$ cat src/common/soc_defs.svh
`ifndef SOC_DEFS_SVH
`define SOC_DEFS_SVH

// bus widths
`define SOC_ADDR_W 32
`define SOC_DATA_W 32

// clk rate in MHz, sets the microsecond tick divide
`define SOC_CLK_MHZ 50

// sram size in words
`define SRAM_DEPTH 256

// address map
`define SRAM_BASE   32'h0000_0000
`define TIMER_BASE  32'h4000_0000
`define REGION_MASK 32'hE000_0000

// timer register byte offsets
`define TIMER_CTRL_OFS     5'h00
`define TIMER_MTIME_LO_OFS 5'h08
`define TIMER_MTIME_HI_OFS 5'h0C
`define TIMER_CMP_LO_OFS   5'h10
`define TIMER_CMP_HI_OFS   5'h14

`endif
$ cat src/common/soc_pkg.sv
`include "soc_defs.svh"

package soc_pkg;

	// ----------------------------------------
	// bus payload types

	typedef logic [`SOC_ADDR_W-1:0] addr_t;
	typedef logic [`SOC_DATA_W-1:0] data_t;

	// ----------------------------------------
	// enumerations

	// the two bus masters
	typedef enum logic {
		master_cpu,
		master_dbg
	} master_t;

	// address decode result
	typedef enum logic [1:0] {
		region_sram,
		region_timer,
		region_none
	} region_t;

endpackage

$ cat src/verilog/bus_arbiter.sv
`timescale 1ns/1ps

module bus_arbiter (
	input  logic           clk,
	input  logic           rst_n,

	input  logic           cpu_vld,
	input  logic           cpu_write,
	input  soc_pkg::addr_t cpu_addr,
	input  soc_pkg::data_t cpu_wdata,
	output logic           cpu_rdy,
	output soc_pkg::data_t cpu_rdata,
	output logic           cpu_err,

	input  logic           dbg_vld,
	input  logic           dbg_write,
	input  soc_pkg::addr_t dbg_addr,
	input  soc_pkg::data_t dbg_wdata,
	output logic           dbg_rdy,
	output soc_pkg::data_t dbg_rdata,
	output logic           dbg_err,

	output logic           bus_req,
	output logic           bus_write,
	output soc_pkg::addr_t bus_addr,
	output soc_pkg::data_t bus_wdata,
	input  soc_pkg::data_t bus_rdata,
	input  logic           bus_err
);
	import soc_pkg::*;

	typedef enum logic {
		st_idle,
		st_wait_resp
	} state_t;

	state_t  state;
	master_t grant;
	master_t pick;
	data_t   rdata_q;
	logic    err_q;
	logic    resp_done;

	// ----------------------------------------
	// request side, dbg has fixed priority

	assign pick      = dbg_vld ? master_dbg : master_cpu;
	assign bus_req   = (state == st_idle) && (cpu_vld || dbg_vld);
	assign bus_write = (pick == master_dbg) ? dbg_write : cpu_write;
	assign bus_addr  = (pick == master_dbg) ? dbg_addr : cpu_addr;
	assign bus_wdata = (pick == master_dbg) ? dbg_wdata : cpu_wdata;

	// rdy already out, leave wait_resp on this edge
	assign resp_done = cpu_rdy || dbg_rdy;

	// ----------------------------------------
	// sequencer

	always_ff @(posedge clk or negedge rst_n) begin
		if (!rst_n) begin
			state   <= st_idle;
			grant   <= master_cpu;
			cpu_rdy <= 1'b0;
			dbg_rdy <= 1'b0;
			err_q   <= 1'b0;
		end else begin
			case (state)
				st_idle: begin
					if (bus_req) begin
						state <= st_wait_resp;
						grant <= pick;
					end
				end
				st_wait_resp: begin
					if (resp_done) begin
						cpu_rdy <= 1'b0;
						dbg_rdy <= 1'b0;
						err_q   <= 1'b0;
						state   <= st_idle;
					end else begin
						// fabric answer is valid this cycle
						cpu_rdy <= (grant == master_cpu);
						dbg_rdy <= (grant == master_dbg);
						err_q   <= bus_err;
					end
				end
				default: state <= st_idle;
			endcase
		end
	end

	always_ff @(posedge clk) begin
		if (state == st_wait_resp && !resp_done) begin
			rdata_q <= bus_rdata;
		end
	end

	// response only toward the granted master
	assign cpu_rdata = cpu_rdy ? rdata_q : '0;
	assign dbg_rdata = dbg_rdy ? rdata_q : '0;
	assign cpu_err   = cpu_rdy && err_q;
	assign dbg_err   = dbg_rdy && err_q;

endmodule

$ cat config.mk
export PLATFORM = sky130hd
export DESIGN_NAME = bus_arbiter
export DESIGN_NICKNAME = d
export VERILOG_FILES = /design/src/common/soc_pkg.sv /design/src/verilog/bus_arbiter.sv
export VERILOG_INCLUDE_DIRS = /design/src /design/src/common
export SDC_FILE = /design/constraint.sdc
export NUM_CORES = 1
export LEC_CHECK = 0
export BUFFER_PORTS_ARGS = -buffer_cell sky130_fd_sc_hd__buf_2
export CAP_MARGIN = 25
export CORE_AREA = 10 10 109 111
export DETAILED_ROUTE_END_ITERATION = 10
export DIE_AREA = 0 0 119 121
export GPL_TIMING_DRIVEN = 0
export PLACE_DENSITY_LB_ADDON = 0.2
export SKIP_CTS_REPAIR_TIMING = 1
export SYNTH_ARGS = -nofsm -noshare
export SYNTH_HDL_FRONTEND = slang
export SYNTH_SLANG_ARGS = --single-unit
$ cat constraint.sdc
create_clock -name clk -period 4.72 [get_ports clk]
set_input_delay 0.708 -clock clk [delete_from_list [all_inputs] [get_ports clk]]
set_output_delay 0.708 -clock clk [all_outputs]
set_load 0.02 [all_outputs]
==> impl_results.md <==
* TritonRoute pass-1 iters at 4
* Clk slew on worst S/H paths at ~70 ps
* Final Core Density at 44.73%
* Io pins at 301
* Row count at 36
* Number of remaining DRC errors at 0
* Max-slew violation count at 0
* Unrepaired setup endpoints after global routing: no
* Slowest stage delay, CP at roughly 520 ps
* Antenna viol nets, final at 0
* Peak Freq at 0.4283 GHz
* Clk pwr share at 11.9%
* H-Tree Level Count at 2
* Setup slack, reg-to-reg at 2820 ps
* Critical-path top delay cell: dfrtp_1
* Critical path depth at 3
* VDD IR max at 184.2 uV
* Die W at 119 um
* Crit. Startpoint: cpu_rdy$_DFFE_PN0P_
* Vias in the first global route at slightly above 3,000
* Root buffer cell: clkbuf_8
* Placement Cell Area at roughly 4200 sq um
* Core area at a little under 10,000 sq um
* Hpwl dp at 11,220 um
* Area Growth Syn to Fin at 70.51%
* Cell internal pwr at 999.3 uW
* Max cap viols at 0
* CTS tree: done
* CP Data Arrival Time at between 1500 and 2000 ps
* Cts bufs inserted at 5
* Hold/Removal Path Class: in2async
* Post-synth EDFFs at 32
* All-layer global routing usage at 15.97%
* Flop pwr share at 31.8%
* Clk_lat worst skew at 280 ps
* Most frequent cells in the layout: 302 x buf_2, 66 x and2_1, 37 x mux2_2
* Leakage power at 0.002341 uW
* Crit path to: cpu_rdata[27]
* Ys async rst share at 13.51%
* Final period util at 49.47%
* Synth Net Count at ~360
* Sw Pwr at ~750 uW
* Number of synthesized register bits at 37
* Top delay family on crit path: buffers and inverters
* CP max FO at 11
* Slew HR at 62.70%
* Register area share after synthesis at 42.95%
* GR Overflow Total at 0
* Startpoint Class: flop
* Yosys warns at 0
* WP data required at 4010 ps
* Slew @ Worst Pin at 559.0 ps
* Combinational power share at 56.4%
* Largest net degree at the start of global routing at 23
* Sw Share at a little over two fifths
* Routed vias at 2,642
* Capturing point of the worst reg2reg path: rdata_q[31]$_DFFE_PP_
* RR Startpoint: dbg_rdy$_DFFE_PN0P_
* Min cycle time layout at roughly 2300 ps
* Starting Density at between 20% and 30%
* Max clock buf depth at 2
* Main flop type after synthesis: edfxtp_1
* Non-Filler Instances at between 600 and 700
* Vias per cell at 4.115
* First-pass GRT wire length at ~18,000 um
* Most common cell after layout, fill and taps aside: buf_2
* Wirelength, routed at around 12,000 um
* Status: complete, no violations
* Sink Count at 37
* CP Cell Sequence: clkbuf_1 -> and2_1 -> buf_2
* Share of cells above drive strength 1 at between 70 and 80%
* Critical Path End Type: primary output
* Setup-failing EPs final at 0
* DIE AREA at 14,400 sq um
* Initial DRC Count at between 50 and 60
* Die Y at about 120 um
* Mapped Cells at around 200
* # nets final at 671
* Setup_tns at 0 ps
* I/O Buffers at 299
* P per Cell Area at 405.6 nW/um^2
* Design area at 4312 sq um
* Placed Instances at 630
* Reg2Reg Depth at 4
* Crit Path Class: reg2out
* Routability Congestion at 0.8002
* Worst path buffer plus inverter count at 2
* Post-synth cell types at 20
* Worst clock skew at 3.990 ps
* FILL cells at 1,002
* Final hold violation count at 0
* Post-Syn Area at 2529 sq um
* Initial antenna violation count at 4
* Avg WL per Cell at 19.36 um
* Mean Syn Cell Area at 12.84 sq um
area by class of cell:
class	instances	area, sq um	share of cell area (%)
Antenna cell	4	10.01	0.2322
Buffer	15	97.59	2.263
Clock buffer	6	72.57	1.683
Clock inverter	2	10.01	0.2322
Inverter	3	11.26	0.2612
Multi-Input combinational cell	142	1334	30.93
Sequential cell	37	1086	25.19
Tap cell	133	166.4	3.860
Timing Repair Buffer	300	1524	35.35
power by group through the flow:
stage	Clock, uW	Combinational, uW	Sequential, uW
2_1_floorplan	0	603	556
3_3_place_gp	0	967	563
3_5_place_dp	0	1010	566
4_1_cts	219	1010	558
5_1_grt	236	1070	573
6_report	208	985	556
worst min path at each step:
stage,end,cells after the start,from,slack (ps)
finish,state$_DFF_PN0_,1,rst_n,230
CTS,state$_DFF_PN0_,1,rst_n,220
detailed placement,cpu_rdy$_DFFE_PN0P_,1,grant$_DFFE_PN0P_,490
floorplan,cpu_rdy$_DFFE_PN0P_,0,rst_n,410
global route,err_q$_DFFE_PN0P_,1,rst_n,230
global placement,cpu_rdy$_DFFE_PN0P_,1,grant$_DFFE_PN0P_,480
cell families after synthesis:
family / after synthesis / share of synthesized area [%]
buffers and inverters: 18 / 4.304
DFF: 37 / 42.95
muxes: 66 / 33.50
AOI/OAI and AO/OA: 4 / 1.484
and+or+nand+nor: 72 / 17.76
layer usage:
layer | vias to the layer above | part of all wire (%) | global-route usage [%]
met5 | - | 0 | 0
met2 | 164 | 52 | 28.63
met1 | 1170 | 34 | 15.16
met3 | 7 | 13 | 9.679
met4 | 0 | 0.82 | 4.122
li1 | 1301 | - | -
state kept, by name (all words and copies together), names as in the netlist:
| signal | flops |
|---|---|
| grant | 1 |
| dbg_rdy | 1 |
| rdata_q | 32 |
| err_q | 1 |
| state | 1 |
| cpu_rdy | 1 |
cells in the mapped netlist (2+ instances only):
cell type | number | area share (%)
and2_1 | 66 | 16
mux2_2 | 37 | 16
edfxtp_1 | 32 | 38
mux2_4 | 28 | 17
clkbuf_1 | 6 | 0.89
dfrtp_1 | 5 | 4.9
buf_6 | 4 | 1.8
buf_2 | 3 | 0.59
inv_1 | 3 | 0.45
buf_4 | 2 | 0.59
nor2_1 | 2 | 0.30
per-stage QoR:
stage                     setup slack (ps)  hold slack, ps  total power (uW)
after floorplan                       2633           412.4              1159
after detailed placement              2459           490.1              1575
after global placement                2452           481.1              1530
final                                 2385           227.1              1749
after CTS                             2277           220.2              1789
after global routing                  2218           226.5              1882
worst reg2reg max path: stages (launching register included):
cell     delay (ps)
dfrtp_1         390
buf_6           140
or3b_4          410
inv_1           430
buf_16          240
Note: power is estimated with default switching activity, not from simulation.
