**config.mk**
```make
export PLATFORM = sky130hd
export DESIGN_NAME = machine_timer
export DESIGN_NICKNAME = d
export VERILOG_FILES = /design/src/common/soc_pkg.sv /design/src/timer/machine_timer.sv
export VERILOG_INCLUDE_DIRS = /design/src /design/src/common
export SDC_FILE = /design/constraint.sdc
export NUM_CORES = 1
export LEC_CHECK = 0
export BUFFER_PORTS_ARGS = -buffer_cell sky130_fd_sc_hd__buf_2
export CAP_MARGIN = 10
export CORE_UTILIZATION = 40
export CTS_CLUSTER_SIZE = 14
export DETAILED_ROUTE_END_ITERATION = 10
export PLACE_DENSITY = 0.56
export SYNTH_ARGS = -nofsm -noshare
export SYNTH_HDL_FRONTEND = slang
export SYNTH_SLANG_ARGS = --single-unit
```
**constraint.sdc**
```tcl
create_clock -name clk -period 4.1 [get_ports clk]
set_input_delay 0.615 -clock clk [delete_from_list [all_inputs] [get_ports clk]]
set_output_delay 0.615 -clock clk [all_outputs]
set_load 0.02 [all_outputs]
```
**src/common/soc_defs.svh**
```systemverilog
`ifndef SOC_DEFS_SVH
`define SOC_DEFS_SVH

// bus widths
`define SOC_ADDR_W 32
`define SOC_DATA_W 32

// clk rate in MHz, sets the microsecond tick divide
`define SOC_CLK_MHZ 50

// sram size in words
`define SRAM_DEPTH 256

// address map
`define SRAM_BASE   32'h0000_0000
`define TIMER_BASE  32'h4000_0000
`define REGION_MASK 32'hE000_0000

// timer register byte offsets
`define TIMER_CTRL_OFS     5'h00
`define TIMER_MTIME_LO_OFS 5'h08
`define TIMER_MTIME_HI_OFS 5'h0C
`define TIMER_CMP_LO_OFS   5'h10
`define TIMER_CMP_HI_OFS   5'h14

`endif
```
**src/common/soc_pkg.sv**
```systemverilog
`include "soc_defs.svh"

package soc_pkg;

	// ----------------------------------------
	// bus payload types

	typedef logic [`SOC_ADDR_W-1:0] addr_t;
	typedef logic [`SOC_DATA_W-1:0] data_t;

	// ----------------------------------------
	// enumerations

	// the two bus masters
	typedef enum logic {
		master_cpu,
		master_dbg
	} master_t;

	// address decode result
	typedef enum logic [1:0] {
		region_sram,
		region_timer,
		region_none
	} region_t;

endpackage

```
**src/timer/machine_timer.sv**
```systemverilog
`timescale 1ns/1ps
`include "soc_defs.svh"

module machine_timer (
	input  logic           clk,
	input  logic           rst_n,
	input  logic           en,
	input  logic           we,
	input  logic [4:0]     ofs,
	input  soc_pkg::data_t wdata,
	output soc_pkg::data_t rdata,
	output logic           timer_irq
);
	import soc_pkg::*;

	localparam int TICK_W = $clog2(`SOC_CLK_MHZ + 1);

	logic [TICK_W-1:0] tick_ctr;
	logic              tick;
	logic              ctrl_en;
	logic [63:0]       mtime;
	logic [63:0]       mtimecmp;
	logic              wr;
	data_t             rd_mux;

	assign wr = en && we;

	// ----------------------------------------
	// microsecond tick

	always_ff @(posedge clk or negedge rst_n) begin
		if (!rst_n) begin
			tick_ctr <= '0;
			tick     <= 1'b0;
		end else begin
			if (tick_ctr != '0) begin
				tick_ctr <= tick_ctr - 1'b1;
			end else begin
				tick_ctr <= TICK_W'(`SOC_CLK_MHZ - 1);
			end
			tick <= (tick_ctr == '0);
		end
	end

	// ----------------------------------------
	// registers

	always_ff @(posedge clk or negedge rst_n) begin
		if (!rst_n) begin
			ctrl_en  <= 1'b0;
			mtime    <= '0;
			mtimecmp <= '1;
		end else begin
			if (wr && ofs == `TIMER_CTRL_OFS) begin
				ctrl_en <= wdata[0];
			end
			// bus write wins over the count
			if (wr && ofs == `TIMER_MTIME_LO_OFS) begin
				mtime[31:0] <= wdata;
			end else if (wr && ofs == `TIMER_MTIME_HI_OFS) begin
				mtime[63:32] <= wdata;
			end else if (tick && ctrl_en) begin
				mtime <= mtime + 64'd1;
			end
			if (wr && ofs == `TIMER_CMP_LO_OFS) begin
				mtimecmp[31:0] <= wdata;
			end
			if (wr && ofs == `TIMER_CMP_HI_OFS) begin
				mtimecmp[63:32] <= wdata;
			end
		end
	end

	// unknown offsets read zero
	always_comb begin
		case (ofs)
			`TIMER_CTRL_OFS:     rd_mux = {{(`SOC_DATA_W-1){1'b0}}, ctrl_en};
			`TIMER_MTIME_LO_OFS: rd_mux = mtime[31:0];
			`TIMER_MTIME_HI_OFS: rd_mux = mtime[63:32];
			`TIMER_CMP_LO_OFS:   rd_mux = mtimecmp[31:0];
			`TIMER_CMP_HI_OFS:   rd_mux = mtimecmp[63:32];
			default:             rd_mux = '0;
		endcase
	end

	always_ff @(posedge clk) begin
		if (en && !we) begin
			rdata <= rd_mux;
		end
	end

	// level interrupt
	always_ff @(posedge clk or negedge rst_n) begin
		if (!rst_n) begin
			timer_irq <= 1'b0;
		end else begin
			timer_irq <= ctrl_en && (mtime >= mtimecmp);
		end
	end

endmodule

```
==> results of run 1 <==
[registers in the layout, summed over array words and instances, names as in the netlist]
signal / cells
rdata: 32
ctrl_en: 1
tick_ctr: 6
mtimecmp: 64
timer_irq: 1
tick: 1
mtime: 64
[kinds of logic after synthesis]
family / count (synthesis) / synth area share
XOR/XNOR: 33 / 0.0288
flip-flops: 169 / 0.446
buffers and inverters: 124 / 0.0474
adder cells (fa/ha/maj): 67 / 0.0836
AND/OR/NAND/NOR: 354 / 0.185
multiplexers: 36 / 0.0364
AO/OA/AOI/OAI: 286 / 0.173
[area by class of cell]
cell class | instances | area (um^2) | share of cell area
sequential | 169 | 4470 | 0.392
clock inverter | 13 | 141 | 0.0124
multi-input combinational | 776 | 5120 | 0.449
inverter | 73 | 274 | 0.0241
clock buffer | 19 | 464 | 0.0408
tap | 324 | 405 | 0.0356
timing repair buffer | 91 | 519 | 0.0456
[synth_stat cells (12+ instances only)]
cell	count	area, um^2
nand2_1	144	541
o21ai_0	136	681
dfrtp_1	73	1830
inv_1	73	274
ha_1	67	838
dfstp_2	64	1680
nand3_1	53	265
a22oi_1	50	375
clkbuf_1	40	150
edfxtp_1	32	961
mux2i_1	32	320
a21oi_1	30	150
nand4_1	30	188
nor2_1	28	105
o211ai_1	22	165
nor3_1	19	95.1
xor2_1	18	158
or4_1	15	113
xnor2_1	15	131
and3_1	12	75.1
[through the flow]
stage | utilization | total power (uW)
after floorplan | - | 2700
after global placement | 0.441 | 2990
after detailed placement | 0.441 | 3010
after CTS | 0.466 | 4710
after global routing | 0.466 | 4920
final | 0.466 | 4670
[critical path, cell delays in order, from the launching register on]
cell       delay, ns
dfrtp_1         0.42
inv_1           0.09
ha_1            0.29
nand2b_1        0.16
a2111oi_0       0.96
nand4b_1        0.21
a21oi_1         0.06
nor4_1          0.35
o21ai_0         0.23
[metal layers]
| layer | vias to the layer above | track usage | share of wire |
|---|---|---|---|
| li1 | 4021 | - | - |
| met1 | 4033 | 0.331 | 0.49 |
| met2 | 218 | 0.370 | 0.45 |
| met3 | 33 | 0.0377 | 0.048 |
| met4 | 0 | 0.0506 | 0.012 |
| met5 | - | 0 | 0 |
[worst max-delay path by stage]
stage,endpoint,cells past startpoint
6_report,timer_irq,8
2_1_floorplan,rdata[0],1
5_1_grt,timer_irq,8
3_5_place_dp,mtime[60],6
3_3_place_gp,mtime[60],6
4_1_cts,timer_irq,8
[power by group through the flow]
stage                     Clock [uW]  Combinational, uW  Sequential, uW
after floorplan                    0                537            2160
after global placement             0                806            2180
after detailed placement           0                823            2190
after CTS                       1710                833            2160
after global routing            1780                944            2190
final                           1680                830            2160
==> impl_metrics.yaml, run 1 <==
status:
  status: "finished, final reports clean"
die:
  start_util: 0.410
  die_area_mm2: 0.0257
  die_h_um: 160
  rows: 57
  io-pin-count: 74
  coreArea_mm2: 0.0245
  die_w_um: 160
synthesis:
  synth-main-ff-cell: "dfrtp_1"
  async_flop_share: 0.811
  netlist_area_mm2: 0.0100
  synth_warnings: 0
  yosysSeqAreaShare: 0.446
  ys_types: 69
  syn_inst: 1069
  synth_edf_count: 32
  synth_seq_cells: 169
  synth_fp_nets: 1177
  syn_area_per_cell_um2: 9.38
route:
  vias: 8305
  wire_per_inst_um: 19.8
  vias_per_cell: 5.67
  dr.first_iter.drc_count: 593
  wirelength_um: 29000
  firstDrtPassIters: 5
  drc_errors: 0
  postRouteAntennaNets: 0
grt:
  grt.total_usage: 0.232
  overflow: 0
  grt_pass1_wl_um: 46200
  grt_max_degree: 96
  grt_pass1_vias: 8180
  antenna_found_initial: 0
clock_tree:
  clk_transition_reported_paths_ns: 0.07
  cts_sinks: 169
  ctsHoldBuffers: 0
  cts_max_path_buffers: 2
  clock_latency_ns: 0.44
  cts-root-buf: "clkbuf_16"
  cts_resized: 0
  htreeDepth: 4
  cts_tree: "yes"
  cts_made_buffers: 17
  postCtsSetupRepairBufs: 0
final_layout:
  drive_above_1_share: 0.190
  fillers: 2374
  layoutNonFillerInstCount: 1465
  nNetsFinal: 1236
  final_common_cell: "nand2_1"
  n_antenna_cell: 0
  final_area_mm2: 0.0114
  layout_common_cells: "nand2_1 (144), o21ai_0 (136), inv_1 (73), dfrtp_1 (73), buf_2 (72)"
  syn2layout_area_growth_pct: 13.5
timing:
  worst_pin_slew_ns: 1.08
  worst_clock_skew_ns: 0.0175
  fin_crit_ns: 2.95
  fmax_mhz: 340
  slew_viol_final: 0
  hold_viol: 0
  hold_slack_ns: 0.274
  relSlewSlack: 0.259
  setup_viol: 0
  finalSetupTns_ns: 0
  fin_crit_sh: 0.718
  fin_ws_ns: 1.15
  rsz0062_at_grt: "no"
placed_design:
  place_area_mm2: 0.0108
  dp_slack_ns: 0.948
  port_buffers: 73
  hpwl_um: 20400
  placedCellCount: 1433
  gp_congestion: 0.858
power_and_ir_drop:
  p_per_area_mw_per_mm2: 410
  p_int_uw: 3280
  power.leakage_uw: 0.00495
  power_frac_clock: 0.360
  swShare: 0.297
  switching_power_uw: 1390
  ir_drop_mv: 0.254
  p_comb_frac: 0.178
  p_seq_frac: 0.462
hold_path:
  worstHoldPathType: "input port to asynchronous set/reset pin"
worst_setup_path:
  startpoint: "mtime[0]"
  r2r-end: "timer_irq"
  cp.arrival_ns: 3.22
  required_ns: 4.38
  reg2reg_from: "mtime[0]"
  reg2reg_slack_ns: 1.15
  start_kind: "flop"
  endpoint_kind: "flop"
  worstSetupPathType: "flop to flop"
  crit_path_max_fanout: 4
  rr_worst_depth: 8
flow_run:
  maxCapViolations: 0
Note: power is estimated with default switching activity, not from simulation.
==> inputs of run 2 (changes only) <==
Settings changed: ABC_AREA from default to 1, PLACE_DENSITY 0.56 to 0.58.
Clock period 4.1 ns to 2.4 ns, I/O delays scaled along.
==> run 2 against run 1 <==
Utilization increased by 1.0 points. First-iteration DRC count increased by 67%. Register-to-register slack got worse by 0.91 ns. Sequential power increased by 79%. Area after synthesis increased by 11%. Setup slack got worse by 0.91 ns. Sequential share of layout area decreased by 4.6 points. Non-clock buffer count increased by 44. Cell count increased by 37%. Final area increased by 13%. Fmax increased by 37%. Routed wire length increased by 33%. Critical path type unchanged. Largest cell class unchanged. Highest routed layer unchanged.
==> impl_metrics.yaml, run 2 <==
grt:
  gr-max-usage-layer: "met2"
  grt_pass1_wl_um: 60600
  use_met2: 0.440
  grt.total_usage: 0.283
  grt_pass1_vias: 10205
  use_met3: 0.0327
  grt_max_degree: 65
  overflow: 0
  global_route.usage.met1: 0.415
  antenna_found_initial: 0
power_and_ir_drop:
  power.leakage_uw: 0.00600
  switching_power_uw: 3230
  power_frac_clock: 0.308
  p_comb_frac: 0.267
  p_seq_frac: 0.425
  p_per_area_mw_per_mm2: 706
  ir_drop_mv: 0.458
  swShare: 0.355
  p_int_uw: 5870
synthesis:
  synth-main-ff-cell: "dfrtp_1"
  synth_seq_cells: 169
  ys_types: 39
  synth_edf_count: 32
  yosysTopAreaCellShare: 0.165
  yosysMostFrequentCell: "nand2_1"
  syn_area_per_cell_um2: 7.34
  synth_warnings: 0
  syn_inst: 1511
  synth_fp_nets: 1619
  netlist_area_mm2: 0.0111
  netlist_top_cells_area: "dfrtp_1 (16%), nand2_1 (15%), dfstp_2 (15%)"
  yosysSeqAreaShare: 0.403
  yosys.area.top_type: "dfrtp_1"
  ys_top_cells_by_count: "nand2_1 (458), inv_1 (207), nor2_1 (146)"
  async_flop_share: 0.811
route:
  postRouteAntennaNets: 0
  drc_errors: 0
  wirelength_um: 38600
  firstDrtPassIters: 6
  dr.first_iter.drc_count: 993
  vias_per_cell: 5.39
  vias: 10812
  wire_per_inst_um: 19.2
final_layout:
  syn2layout_area_growth_pct: 16.2
  reg.largest.list: "mtime: 64 flops, mtimecmp: 64 flops, rdata: 32 flops"
  n_antenna_cell: 0
  fillers: 2772
  final_util: 0.476
  final_common_cell: "nand2_1"
  nNetsFinal: 1730
  drive_above_1_share: 0.151
  layout_common_cells: "nand2_1 (456), inv_1 (207), nor2_1 (142)"
clock_tree:
  htreeDepth: 4
  clk_transition_reported_paths_ns: 0.07
  cts_sinks: 169
  cts_tree: "yes"
  cts-root-buf: "clkbuf_16"
  cts_max_path_buffers: 2
  cts_made_buffers: 17
  clock_latency_ns: 0.45
worst_setup_path:
  cpMostUsedCell: "nand2_1"
  crit_path_max_fanout: 6
  crit_chain: "inv_1 > nor3_1 > buf_4 > nand2_1 > nor2_1 > nand2_1 > o21ai_0 > nand3_1 > nand2_1 > nand2_1"
  cp_num_buf_inv: 2
  worstSetupPathType: "flop to flop"
  crit_slowest_cell: "dfrtp_1"
  cp.arrival_ns: 2.50
  critPathTopFamily: "simple AND/OR/NAND/NOR gates"
  endpoint_kind: "flop"
  reg2reg_slack_ns: 0.25
  critical-path-max-stage-delay_ns: 0.56
  start_kind: "flop"
  required_ns: 2.74
timing:
  relSlewSlack: 0.412
  worst_pin_slew_ns: 0.876
  worst_clock_skew_ns: 0.0134
  fin_crit_ns: 2.15
  fmax_mhz: 464
  slew_viol_final: 0
  hold_slack_ns: 0.174
  setup_viol: 0
  fin_crit_sh: 0.898
  hold_viol: 0
placed_design:
  port_buffers: 73
  hpwl_um: 29900
  gp_congestion: 0.990
die:
  start_util: 0.409
  die_area_mm2: 0.0284
  io-pin-count: 74
  die_w_um: 169
  die_h_um: 169
  coreArea_mm2: 0.0271
  rows: 60
status:
  status: "finished, final reports clean"
hold_path:
  worstHoldPathType: "input port to flop"
flow_run:
  maxCapViolations: 0
[run 2: cell types whose count changed after synthesis, sizes merged, moves of 17 or more]
cell	change
a21oi	+37
and3	-17
mux2i	-32
o2111ai	+17
o21ai	-41
nor2	+119
a22oi	-50
inv	+137
nand2	+314
nand3	+22
[run 2: through the flow]
stage	total power [uW]	TNS [ns]	worst slack [ns]	cell area [um^2]	cells
CTS	9120	0	0.210	12900	2007
detailed placement	6300	0	0.232	12300	1974
global placement	6260	0	0.303	12300	1974
global route	9650	-0.0254	-0.0254	12900	2007
finish	9110	0	0.245	12900	2007
floorplan	5300	0	0.229	11100	1511
[run 2: tightest hold or removal path: cells and delay by family]
family / cells / cell delay (ns)
AOI/OAI and AO/OA: 1 / 0.10
buffers and inverters: 1 / 0.09
and+or+nand+nor: 1 / 0.04
[run 2: per-layer routing]
metal | wire length [um] | share of wire
met1 | 18200 | 0.47
met2 | 17400 | 0.45
met3 | 2390 | 0.062
met4 | 656 | 0.017
met5 | 0 | 0
[run 2: repair_timing]
action / CTS / global route
buffers inserted: 0 / 0
hold buffers: 1 / 0
gates resized for setup: 0 / 3
endpoints found under the setup margin: 0 / 5
endpoints found under the hold margin: 13 / 0
[run 2: path summary, 6_finish.rpt]
check,from,to,cells past startpoint
worst max-delay path,mtime[41],mtime[62],10
worst min-delay path,wdata[9],mtime[9],3
worst max register to register,mtime[41],mtime[62],10
worst min register to register,tick_ctr[0],tick_ctr[0],1
max in group asynchronous,rst_n,mtimecmp[51],3
min in group asynchronous,rst_n,mtime[9],2
[run 2: logic make-up after synthesis]
group	after synthesis	share of synthesized area
buffers and inverters	253	0.0880
DFF	169	0.403
xor gates and xnor gates	24	0.0189
AOI/OAI and AO/OA	250	0.138
adders and majority gates	67	0.0756
and+or+nand+nor	748	0.277
[run 2: final cells by class]
cell class,instances,area (um^2),share of cell area
Clock inverter,11,124,0.00961
Sequential cell,169,4470,0.347
Multi-Input combinational cell,1089,5670,0.440
Tap cell,372,465,0.0361
Timing Repair Buffer,135,927,0.0719
Clock buffer,21,450,0.0349
Inverter,210,788,0.0611
[run 2: power by group through the flow]
stage               registers (uW)  clock network (uW)  logic, uW
floorplan                     3800                   0       1500
global placement              3890                   0       2370
detailed placement            3900                   0       2400
CTS                           3860                2850       2410
global route                  3930                2940       2770
finish                        3870                2800       2430
