### src/common/soc_defs.svh
`ifndef SOC_DEFS_SVH
`define SOC_DEFS_SVH

// bus widths
`define SOC_ADDR_W 32
`define SOC_DATA_W 32

// clk rate in MHz, sets the microsecond tick divide
`define SOC_CLK_MHZ 50

// sram size in words
`define SRAM_DEPTH 256

// address map
`define SRAM_BASE   32'h0000_0000
`define TIMER_BASE  32'h4000_0000
`define REGION_MASK 32'hE000_0000

// timer register byte offsets
`define TIMER_CTRL_OFS     5'h00
`define TIMER_MTIME_LO_OFS 5'h08
`define TIMER_MTIME_HI_OFS 5'h0C
`define TIMER_CMP_LO_OFS   5'h10
`define TIMER_CMP_HI_OFS   5'h14

`endif
### src/common/soc_pkg.sv
`include "soc_defs.svh"

package soc_pkg;

	// ----------------------------------------
	// bus payload types

	typedef logic [`SOC_ADDR_W-1:0] addr_t;
	typedef logic [`SOC_DATA_W-1:0] data_t;

	// ----------------------------------------
	// enumerations

	// the two bus masters
	typedef enum logic {
		master_cpu,
		master_dbg
	} master_t;

	// address decode result
	typedef enum logic [1:0] {
		region_sram,
		region_timer,
		region_none
	} region_t;

endpackage

### src/verilog/bus_fabric.sv
`timescale 1ns/1ps
`include "soc_defs.svh"

module bus_fabric (
	input  logic                           clk,
	input  logic                           rst_n,

	input  logic                           bus_req,
	input  logic                           bus_write,
	input  soc_pkg::addr_t                 bus_addr,
	input  soc_pkg::data_t                 bus_wdata,
	output soc_pkg::data_t                 bus_rdata,
	output logic                           bus_err,

	output logic                           sram_en,
	output logic                           sram_we,
	output logic [$clog2(`SRAM_DEPTH)-1:0] sram_index,
	output soc_pkg::data_t                 sram_wdata,
	input  soc_pkg::data_t                 sram_rdata,

	output logic                           tmr_en,
	output logic                           tmr_we,
	output logic [4:0]                     tmr_ofs,
	output soc_pkg::data_t                 tmr_wdata,
	input  soc_pkg::data_t                 tmr_rdata
);
	import soc_pkg::*;

	localparam int IDX_W = $clog2(`SRAM_DEPTH);

	region_t region;
	region_t region_q;
	logic    req_q;

	// ----------------------------------------
	// decode

	always_comb begin
		if ((bus_addr & `REGION_MASK) == `SRAM_BASE) begin
			region = region_sram;
		end else if ((bus_addr & `REGION_MASK) == `TIMER_BASE) begin
			region = region_timer;
		end else begin
			region = region_none;
		end
	end

	// word index, upper bits wrap
	assign sram_en    = bus_req && (region == region_sram);
	assign sram_we    = sram_en && bus_write;
	assign sram_index = bus_addr[2 +: IDX_W];
	assign sram_wdata = bus_wdata;

	assign tmr_en    = bus_req && (region == region_timer);
	assign tmr_we    = tmr_en && bus_write;
	assign tmr_ofs   = bus_addr[4:0];
	assign tmr_wdata = bus_wdata;

	// ----------------------------------------
	// response, one cycle after bus_req

	always_ff @(posedge clk or negedge rst_n) begin
		if (!rst_n) begin
			req_q    <= 1'b0;
			region_q <= region_none;
		end else begin
			req_q <= bus_req;
			if (bus_req) begin
				region_q <= region;
			end
		end
	end

	always_comb begin
		case (region_q)
			region_sram:  bus_rdata = sram_rdata;
			region_timer: bus_rdata = tmr_rdata;
			default:      bus_rdata = '0;
		endcase
	end

	assign bus_err = req_q && (region_q == region_none);

endmodule

### config.mk
export PLATFORM = sky130hd
export DESIGN_NAME = bus_fabric
export DESIGN_NICKNAME = d
export VERILOG_FILES = /design/src/common/soc_pkg.sv /design/src/verilog/bus_fabric.sv
export VERILOG_INCLUDE_DIRS = /design/src /design/src/common
export SDC_FILE = /design/constraint.sdc
export NUM_CORES = 1
export LEC_CHECK = 0
export ABC_AREA = 1
export BUFFER_PORTS_ARGS = -buffer_cell sky130_fd_sc_hd__buf_2
export CAP_MARGIN = 0
export CORE_AREA = 2 2 96 98
export DETAILED_ROUTE_END_ITERATION = 8
export DIE_AREA = 0 0 98 100
export PLACE_DENSITY_LB_ADDON = 0.12
export SYNTH_ARGS = -nofsm -noshare
export SYNTH_HDL_FRONTEND = slang
export SYNTH_SLANG_ARGS = --single-unit
### constraint.sdc
create_clock -name clk -period 1.1 [get_ports clk]
set_input_delay 0.22 -clock clk [delete_from_list [all_inputs] [get_ports clk]]
set_output_delay 0.22 -clock clk [all_outputs]
set_load 0.005 [all_outputs]
==> results of run 1 <==
==> metrics by stage <==
step           TNS [ns]  hold WS [ns]  total power (uW)  cells
2_1_floorplan         0       -0.0756               595    204
3_3_place_gp     -14.95        0.0202               639    341
3_5_place_dp     -14.99        0.0201               634    341
4_1_cts          -13.64         0.155              1150    356
5_1_grt          -14.81         0.165              1260    356
6_report         -13.03         0.163              1150    356
==> flip-flops by register name, indices dropped and copies added (netlist names) <==
signal / flops
req_q: 1
region_q: 2
==> repair_timing <==
item	in CTS	in global routing
endpoints found under the setup margin	34	34
hold buffers	1	0
pin swaps	10	1
hold endpoints to repair	3	0
cloned	3	0
gates resized for setup	25	22
setup buffers	7	0
==> cells by family (layout without fill, tap and decap cells) <==
kind of cell    count (synthesis)  count (layout)  share of synthesized area
compound gates                  1               1                    0.00407
buf+inv                        93             133                      0.566
flops                           3               3                     0.0622
simple gates                  107             108                      0.368
==> worst paths after layout <==
kind                                   from           end  slack (ns)  cells after the start
worst max-delay path            region_q[1]  bus_rdata[4]       -0.41                      6
worst min-delay path                bus_req         req_q        0.16                      1
worst max register to register  region_q[1]   region_q[1]        0.15                      4
worst min register to register  region_q[1]   region_q[1]        0.75                      4
max in group asynchronous             rst_n   region_q[1]        0.57                      2
min in group asynchronous             rst_n         req_q        0.33                      2
==> worst max-delay path, cell delays in order (launching register included) <==
cell and delay (ns):
sky130_fd_sc_hd__dfstp_2 0.53, sky130_fd_sc_hd__buf_6 0.12, sky130_fd_sc_hd__inv_8 0.05, sky130_fd_sc_hd__buf_16 0.14
sky130_fd_sc_hd__nand3_1 0.06, sky130_fd_sc_hd__nand2_1 0.06, sky130_fd_sc_hd__buf_2 0.12
==> per-layer routing <==
metal	up-vias	part of all wire	wire [um]	GRT usage
met4	0	0.012	50	0.0171
met2	77	0.47	1950	0.138
met5	-	0	0	0
met1	558	0.42	1740	0.0973
met3	9	0.10	439	0.0306
li1	642	-	-	-
==> power groups by stage <==
| stage | Sequential (uW) | Clock [uW] | Combinational (uW) |
|---|---|---|---|
| 3_5_place_dp | 128 | 0 | 506 |
| 2_1_floorplan | 128 | 0 | 466 |
| 6_report | 130 | 323 | 702 |
| 3_3_place_gp | 128 | 0 | 511 |
| 4_1_cts | 130 | 332 | 686 |
| 5_1_grt | 131 | 345 | 779 |
==> final cells by class <==
type,instances,area [um^2],share of cell area
repair buffers,123,779,0.467
multi-input cells,109,598,0.358
well taps,111,139,0.0832
flip-flops and latches,3,77.6,0.0465
clock buffers,4,45.0,0.0270
inverters,6,30.0,0.0180
==> placed cells by master (no fill, tap or decap) <==
| cell | count |
|---|---|
| sky130_fd_sc_hd__nand3_1 | 15 |
| sky130_fd_sc_hd__nor2_4 | 3 |
| sky130_fd_sc_hd__inv_8 | 1 |
| sky130_fd_sc_hd__buf_12 | 5 |
| sky130_fd_sc_hd__buf_2 | 107 |
| sky130_fd_sc_hd__dfrtp_1 | 1 |
| sky130_fd_sc_hd__dfrtp_2 | 1 |
| sky130_fd_sc_hd__nor2_1 | 3 |
| sky130_fd_sc_hd__dfstp_2 | 1 |
| sky130_fd_sc_hd__nand3_2 | 19 |
| sky130_fd_sc_hd__o21ai_0 | 1 |
| sky130_fd_sc_hd__buf_6 | 5 |
| sky130_fd_sc_hd__nand2_2 | 11 |
| sky130_fd_sc_hd__dlygate4sd3_1 | 1 |
| sky130_fd_sc_hd__buf_16 | 2 |
| sky130_fd_sc_hd__buf_4 | 3 |
| sky130_fd_sc_hd__clkbuf_8 | 3 |
| sky130_fd_sc_hd__nand2_1 | 57 |
| sky130_fd_sc_hd__inv_1 | 5 |
| sky130_fd_sc_hd__clkbuf_1 | 1 |
==> reports/summary.md, run 1 <==
Setup violations remaining at the end of the flow were counted as 33. In the final design database the tool counted 378 nets. The final design utilization was 0.188; the number of sinks on the clock net was 3. The proportion of netlist area held by the largest area contributor was 0.471; the post-route minimum period was 1.51 ns. Proportion of synthesized chip area in sequential cells: 0.0622. In this run the deepest clock path goes through 2 buffers. The run gives 0.000978 uW as the static leakage power.

The share of synthesized registers carrying an async set or reset was 1.00. TritonCTS built the clock tree. Counting the buffers created by CTS gives 3.

The tools report the initial standard-cell utilization of the core as 0.138. When the netlist entered floorplanning its net count stood at 336. The run gives -0.481 ns as the worst slack at placement. Timing would allow up to 662 MHz. Clock-pin slew was measured on the worst setup and hold paths at 0.03 ns. The post-route worst setup slack was -0.411 ns; the number of iterations in the first detailed-routing pass was 4.

The setup path with the least slack is of type flop to output port. For the global-route congestion overflow total, the log shows 0. Each instance of the synthesized netlist takes up on average 6.02 um^2.

The tree is rooted in a sky130_fd_sc_hd__clkbuf_8. Share of power burned in registers: 0.113. After floorplanning, the core was sized to cover 8890 um^2.

The number of H-tree branching levels is 1. Headroom to the max-slew limit: 0.863. Final-report max-slew violation count: 0.

The post-detailed-route wirelength per cell was 11.7 um. Counting instances in the post-synthesis netlist gives the leading cell types as 77 x sky130_fd_sc_hd__buf_4, 68 x sky130_fd_sc_hd__nand2_1, 34 x sky130_fd_sc_hd__nand3_1, 7 x sky130_fd_sc_hd__buf_6, 5 x sky130_fd_sc_hd__inv_1. For the total length of routed wires, the log shows 4180 um. The via density per instance was 3.61.

For the aggregate global-route resource usage, the log shows 0.0809. In this run, synthesis inferred 0 flip-flops with an integrated enable. The cell area that synthesis handed to floorplanning was 1230 um^2. After synthesis the netlist holds a flip-flop and latch count of 3. With fillers left out, the area of the finished cells amounts to 1670 um^2. The logs give 0 for the number of antenna diodes and 0.608 for the combinational share of power. The number of top-level pins was 246.

Of all cell types, the one taking the most synthesized area is sky130_fd_sc_hd__buf_4. The congestion estimate from routability-driven global placement came to 0.690. The tools report the gate count after technology mapping as 204. Power density over the cells: 692 nW/um^2. The transition time of the tightest slew-check pin came out at 0.206 ns. The detailed router's first-iteration violation count was 28; the total of max-cap violations was 0.

Cell internal power was estimated by the tool at 739 uW. For the initial antenna violation count, the log shows 0. The flow ran to the end, but the final reports show violations. The height of the die came out at 100 um. The relative contribution of the clock network to total power is 0.279. In this run the worst hold path is classified as input pin to flop. In the synthesized netlist the dominant register cell turns out to be sky130_fd_sc_hd__dfrtp_1.

The run gives 1227 as the via count of the first global-routing pass. The number of synthesis warnings is 0, and the switching power is 416 uW. The die width was 98 um. The logs give 6260 um for the global-route wire length before repair and 1300 um^2 for the placed standard-cell area.

The final reports fail on setup timing. In this run the remaining antenna-violating nets after routing total 0. Fraction of layout instances using a drive strength above 1: 0.657.

Sorting the synthesized cells by area gives the leading types as sky130_fd_sc_hd__buf_4 47%, sky130_fd_sc_hd__nand2_1 21%, sky130_fd_sc_hd__nand3_1 14%. STA puts the critical path data required time at 0.88 ns. The hold violation total from the final report was 0. Setup repair after global routing could not meet its margin everywhere. The switching share of total power was 0.360; the worst endpoint data arrival time was 1.29 ns. Clock skew on the completed layout was measured at 0 ns. At the later pin of the worst-skew pair, clock insertion delay measures 0.21 ns.

The final worst-path cycle share was 1.37; the largest net degree at the start of global routing was 35. After detailed routing, the number of remaining DRC violations is 0. Kind of end point of the critical path: an output port. In the post-synthesis netlist, the cell with the most instances is sky130_fd_sc_hd__buf_4. Along the worst path, the maximum fanout reaches 8.

The run gives 9800 um^2 as the full die area. Across the VDD grid, the largest voltage drop is 509 uV. For this block, the via count after detailed routing is 1286.

For the number of distinct standard cells referenced by the synthesized netlist, the log shows 12. Layout-stage area growth over the synthesis result: 36.0%. The count of port buffers added during placement was 107; the number of inserted filler cells in the final layout was 1034. For the cell row count, the log shows 35. STA classifies the critical path startpoint as a flop.
(Power assumes the default switching activity.)
==> run 2, diff against run 1 <==
--- a/config.mk
+++ b/config.mk
@@ -6,12 +6,12 @@
 export SDC_FILE = /design/constraint.sdc
 export NUM_CORES = 1
 export LEC_CHECK = 0
-export ABC_AREA = 1
 export BUFFER_PORTS_ARGS = -buffer_cell sky130_fd_sc_hd__buf_2
 export CAP_MARGIN = 0
-export CORE_AREA = 2 2 96 98
+export CORE_AREA = 2 2 94 96
 export DETAILED_ROUTE_END_ITERATION = 8
-export DIE_AREA = 0 0 98 100
+export DIE_AREA = 0 0 96 98
+export GPL_TIMING_DRIVEN = 0
 export PLACE_DENSITY_LB_ADDON = 0.12
 export SYNTH_ARGS = -nofsm -noshare
 export SYNTH_HDL_FRONTEND = slang
==> reports/summary.md, run 2 <==
Once detail routing completed, the nets flagged for antenna violations numbered 0. The tools report the initial standard-cell utilization of the core as 0.148. The longest clock path from root to sink contains 2 buffers. Synthesis instantiated 17 different standard cells from the library.

The tools report the number of nets produced by synthesis as 294. Most common library cell in the layout ignoring fill and taps: sky130_fd_sc_hd__buf_2. The element type at the critical path start is a flop.

By area the synthesized netlist is led by sky130_fd_sc_hd__buf_4 46%, sky130_fd_sc_hd__mux2i_1 25%, sky130_fd_sc_hd__nor2_1 10%. Most common cell in the synthesized netlist: sky130_fd_sc_hd__buf_4. The tools report the number of antenna diodes as 0. In the final design database the tool counted 488 nets. Fraction of layout instances using a drive strength above 1: 0.800. After synthesis, the mean cell area works out to 7.75 um^2.

The master cell of the clock root buffer was sky130_fd_sc_hd__clkbuf_8. Number of top-level pins: 246. The biggest area contributor in the post-synthesis netlist is sky130_fd_sc_hd__buf_4.

The worst slack at placement was -0.243 ns; the peak supply drop was 413 uV. The layout-stage area growth over the synthesis result was 95.8%. The tools report the relative contribution of the clock network to total power as 0.247.

After global routing the overflow that remains totals 0. The min-delay analysis places its worst path in the category input pin to flop. The number of H-tree branching levels is 1. The library cells used most frequently in the layout, excluding fill and tap cells, are 181 x sky130_fd_sc_hd__buf_2, 83 x sky130_fd_sc_hd__buf_4, 33 x sky130_fd_sc_hd__nor2_1, 31 x sky130_fd_sc_hd__mux2i_1, 5 x sky130_fd_sc_hd__buf_6. Counting every instance in the synthesized netlist gives 162. Clock-pin slew was measured on the worst setup and hold paths at 0.03 ns. The placed instance count came out at 454. The placed instances occupy a cell area of 2320 um^2. At the end of routability-driven placement, the weighted congestion stood at 0.691. The worst path in the final design needs a cycle of 1.44 ns, including I/O delays and setup. The final reports fail on setup timing.

The largest net degree at the start of global routing is 11, and the data required time of the worst path is 0.88 ns. More flip-flops sit in one register than any other, and that register is region_q. The later pin in the worst-skew pair is clocked with a latency of 0.21 ns. The final design instance area without fill was 2460 um^2; the hold violation total from the final report was 0. The run gives 0.860 as the headroom to the max-slew limit. The flip-flop count of the largest register after layout is 2, and the final-report max-slew violation count is 0.

The via density per instance was 3.58; the share of synthesized registers carrying an async set or reset was 1.00. The logs give 3920 um for the post-DP HPWL and 0.102 for the share of power burned in registers. The mapped netlist covers 1260 um^2.

The worst endpoint data arrival time was 1.22 ns; the filler-free cell count of the finished design was 463. The transition time of the tightest slew-check pin was 0.209 ns. In the final layout, the registers with the most flip-flops are region_q x2, req_q x1. For this design, the sink count on the clock tree is 3. Along the worst path, the maximum fanout reaches 10. For the combinational share of power, the log shows 0.651. The analysis attributes to net switching a power of 365 uW.

The number of synthesis warnings was 0. After detailed routing, the total wire length is 4370 um. After synthesis, the most frequently instantiated cells are 77 x sky130_fd_sc_hd__buf_4, 34 x sky130_fd_sc_hd__nor2_1, 32 x sky130_fd_sc_hd__mux2i_1, 3 x sky130_fd_sc_hd__buf_2, 3 x sky130_fd_sc_hd__buf_8. The aggregate global-route resource usage was 0.0808.

The detailed router placed 1658 vias in this run. The switching share of total power was 0.285; the number of CTS-inserted buffers was 3. Summed over all cells, the static leakage comes to 0.00146 uW.

The overall power is 1280 uW. The tools report the post-route worst setup slack as -0.339 ns. Hold is met by 0.177 ns. The height of the die works out to 98 um. Dominant register cell in the synthesized netlist: sky130_fd_sc_hd__dfrtp_1.

The tools report the via count of the first global-routing pass as 1467. The detailed router's first-iteration violation count was 7; the die width was 96 um. The count of port buffers added during placement is 184. TritonCTS built the clock tree.

The run finished, with violations left. Max-cap violations in this run came to 0. The full die area was 9410 um^2.

For this run, the detailed router's first-pass iteration total came to 3. Static timing analysis puts the maximum clock frequency at 695 MHz. The tools report the proportion of synthesized chip area in sequential cells as 0.0608.

The run gives 0 as the number of remaining DRC errors. The final setup skew was 0 ns; the power density over the cells was 520 nW/um^2. Counting flops and latches in the post-synthesis netlist gives 3. The critical path is of the flop to output port type. The floorplan has 34 rows. For the internal portion of total power, the log shows 914 uW.

The worst setup path is captured at an output port. The final worst-path cycle share is 1.31, and the initial antenna violation count is 0. The post-detailed-route wirelength per cell works out to 9.44 um. For the global-route wire length before repair, the log shows 6220 um. Setup repair after global routing could not meet its margin everywhere. The core area is 8470 um^2, and the final-report setup violation count is 33.

The number of enable-type register cells in the synthesized netlist was 0. The proportion of netlist area held by the largest area contributor works out to 0.460.
[run 2: cell count changes after synthesis, moves of 3 or more]
cell                      previous run  this run
sky130_fd_sc_hd__nor2_1              4        34
sky130_fd_sc_hd__mux2i_1             0        32
sky130_fd_sc_hd__nand2_1            68         0
sky130_fd_sc_hd__buf_6               7         1
sky130_fd_sc_hd__inv_1               5         0
sky130_fd_sc_hd__buf_8               0         3
sky130_fd_sc_hd__nand3_1            34         0
[run 2: worst max-delay path, cell delays in order, from the launching register on]
cell	delay (ns)
sky130_fd_sc_hd__dfrtp_1	0.33
sky130_fd_sc_hd__buf_6	0.15
sky130_fd_sc_hd__buf_12	0.15
sky130_fd_sc_hd__mux2i_2	0.21
sky130_fd_sc_hd__nor2_1	0.05
sky130_fd_sc_hd__buf_2	0.12
[run 2: per-stage QoR]
stage / util / TNS (ns)
after CTS: 0.286 / -11.13
after global placement: 0.274 / -6.57
after floorplan: - / 0
after detailed placement: 0.274 / -6.90
final: 0.291 / -10.17
after global routing: 0.291 / -12.78
[run 2: final timing paths]
path	start	slack [ns]	end	cells past startpoint
max	region_q[0]	-0.34	bus_rdata[28]	5
min	bus_req	0.18	req_q	1
max reg2reg	region_q[0]	0.10	region_q[0]	3
min reg2reg	region_q[1]	0.69	region_q[1]	3
max in group asynchronous	rst_n	0.56	region_q[1]	2
min in group asynchronous	rst_n	0.34	region_q[0]	2
[run 2: area by class of cell]
type | instances | area [um^2]
buffer | 84 | 683
fill | 960 | 6010
clock buffer | 4 | 45.0
multi-input combinational | 74 | 533
timing repair buffer | 190 | 987
sequential | 3 | 76.3
tap | 108 | 135
[run 2: kinds of logic (layout without fill, tap and decap cells)]
group / after synthesis / count (layout) / share of synthesized area
compound gates: 2 / 2 / 0.0110
buf+inv: 85 / 278 / 0.520
flops: 3 / 3 / 0.0608
mux: 32 / 32 / 0.255
simple gates: 40 / 40 / 0.153
[run 2: metal layers]
metal | GRT usage | up-vias | routed length (um)
met5 | 0 | - | 0
met4 | 0.00549 | 0 | 14
met3 | 0.0270 | 2 | 643
met2 | 0.168 | 127 | 2330
met1 | 0.0761 | 697 | 1380
li1 | - | 832 | -
[run 2: what timing repair did]
action                                  CTS  global route
hold buffers                              1             0
setup buffers                             2             3
endpoints found under the setup margin   36            35
pin swaps                                 2             2
resized for setup                         9             6
endpoints found under the hold margin     3             0
[run 2: power by group through the flow]
stage,clock [uW],combinational [uW],sequential [uW]
floorplan,0,444,123
global placement,0,813,123
detailed placement,0,817,123
CTS,327,836,132
global route,339,921,132
finish,316,833,130
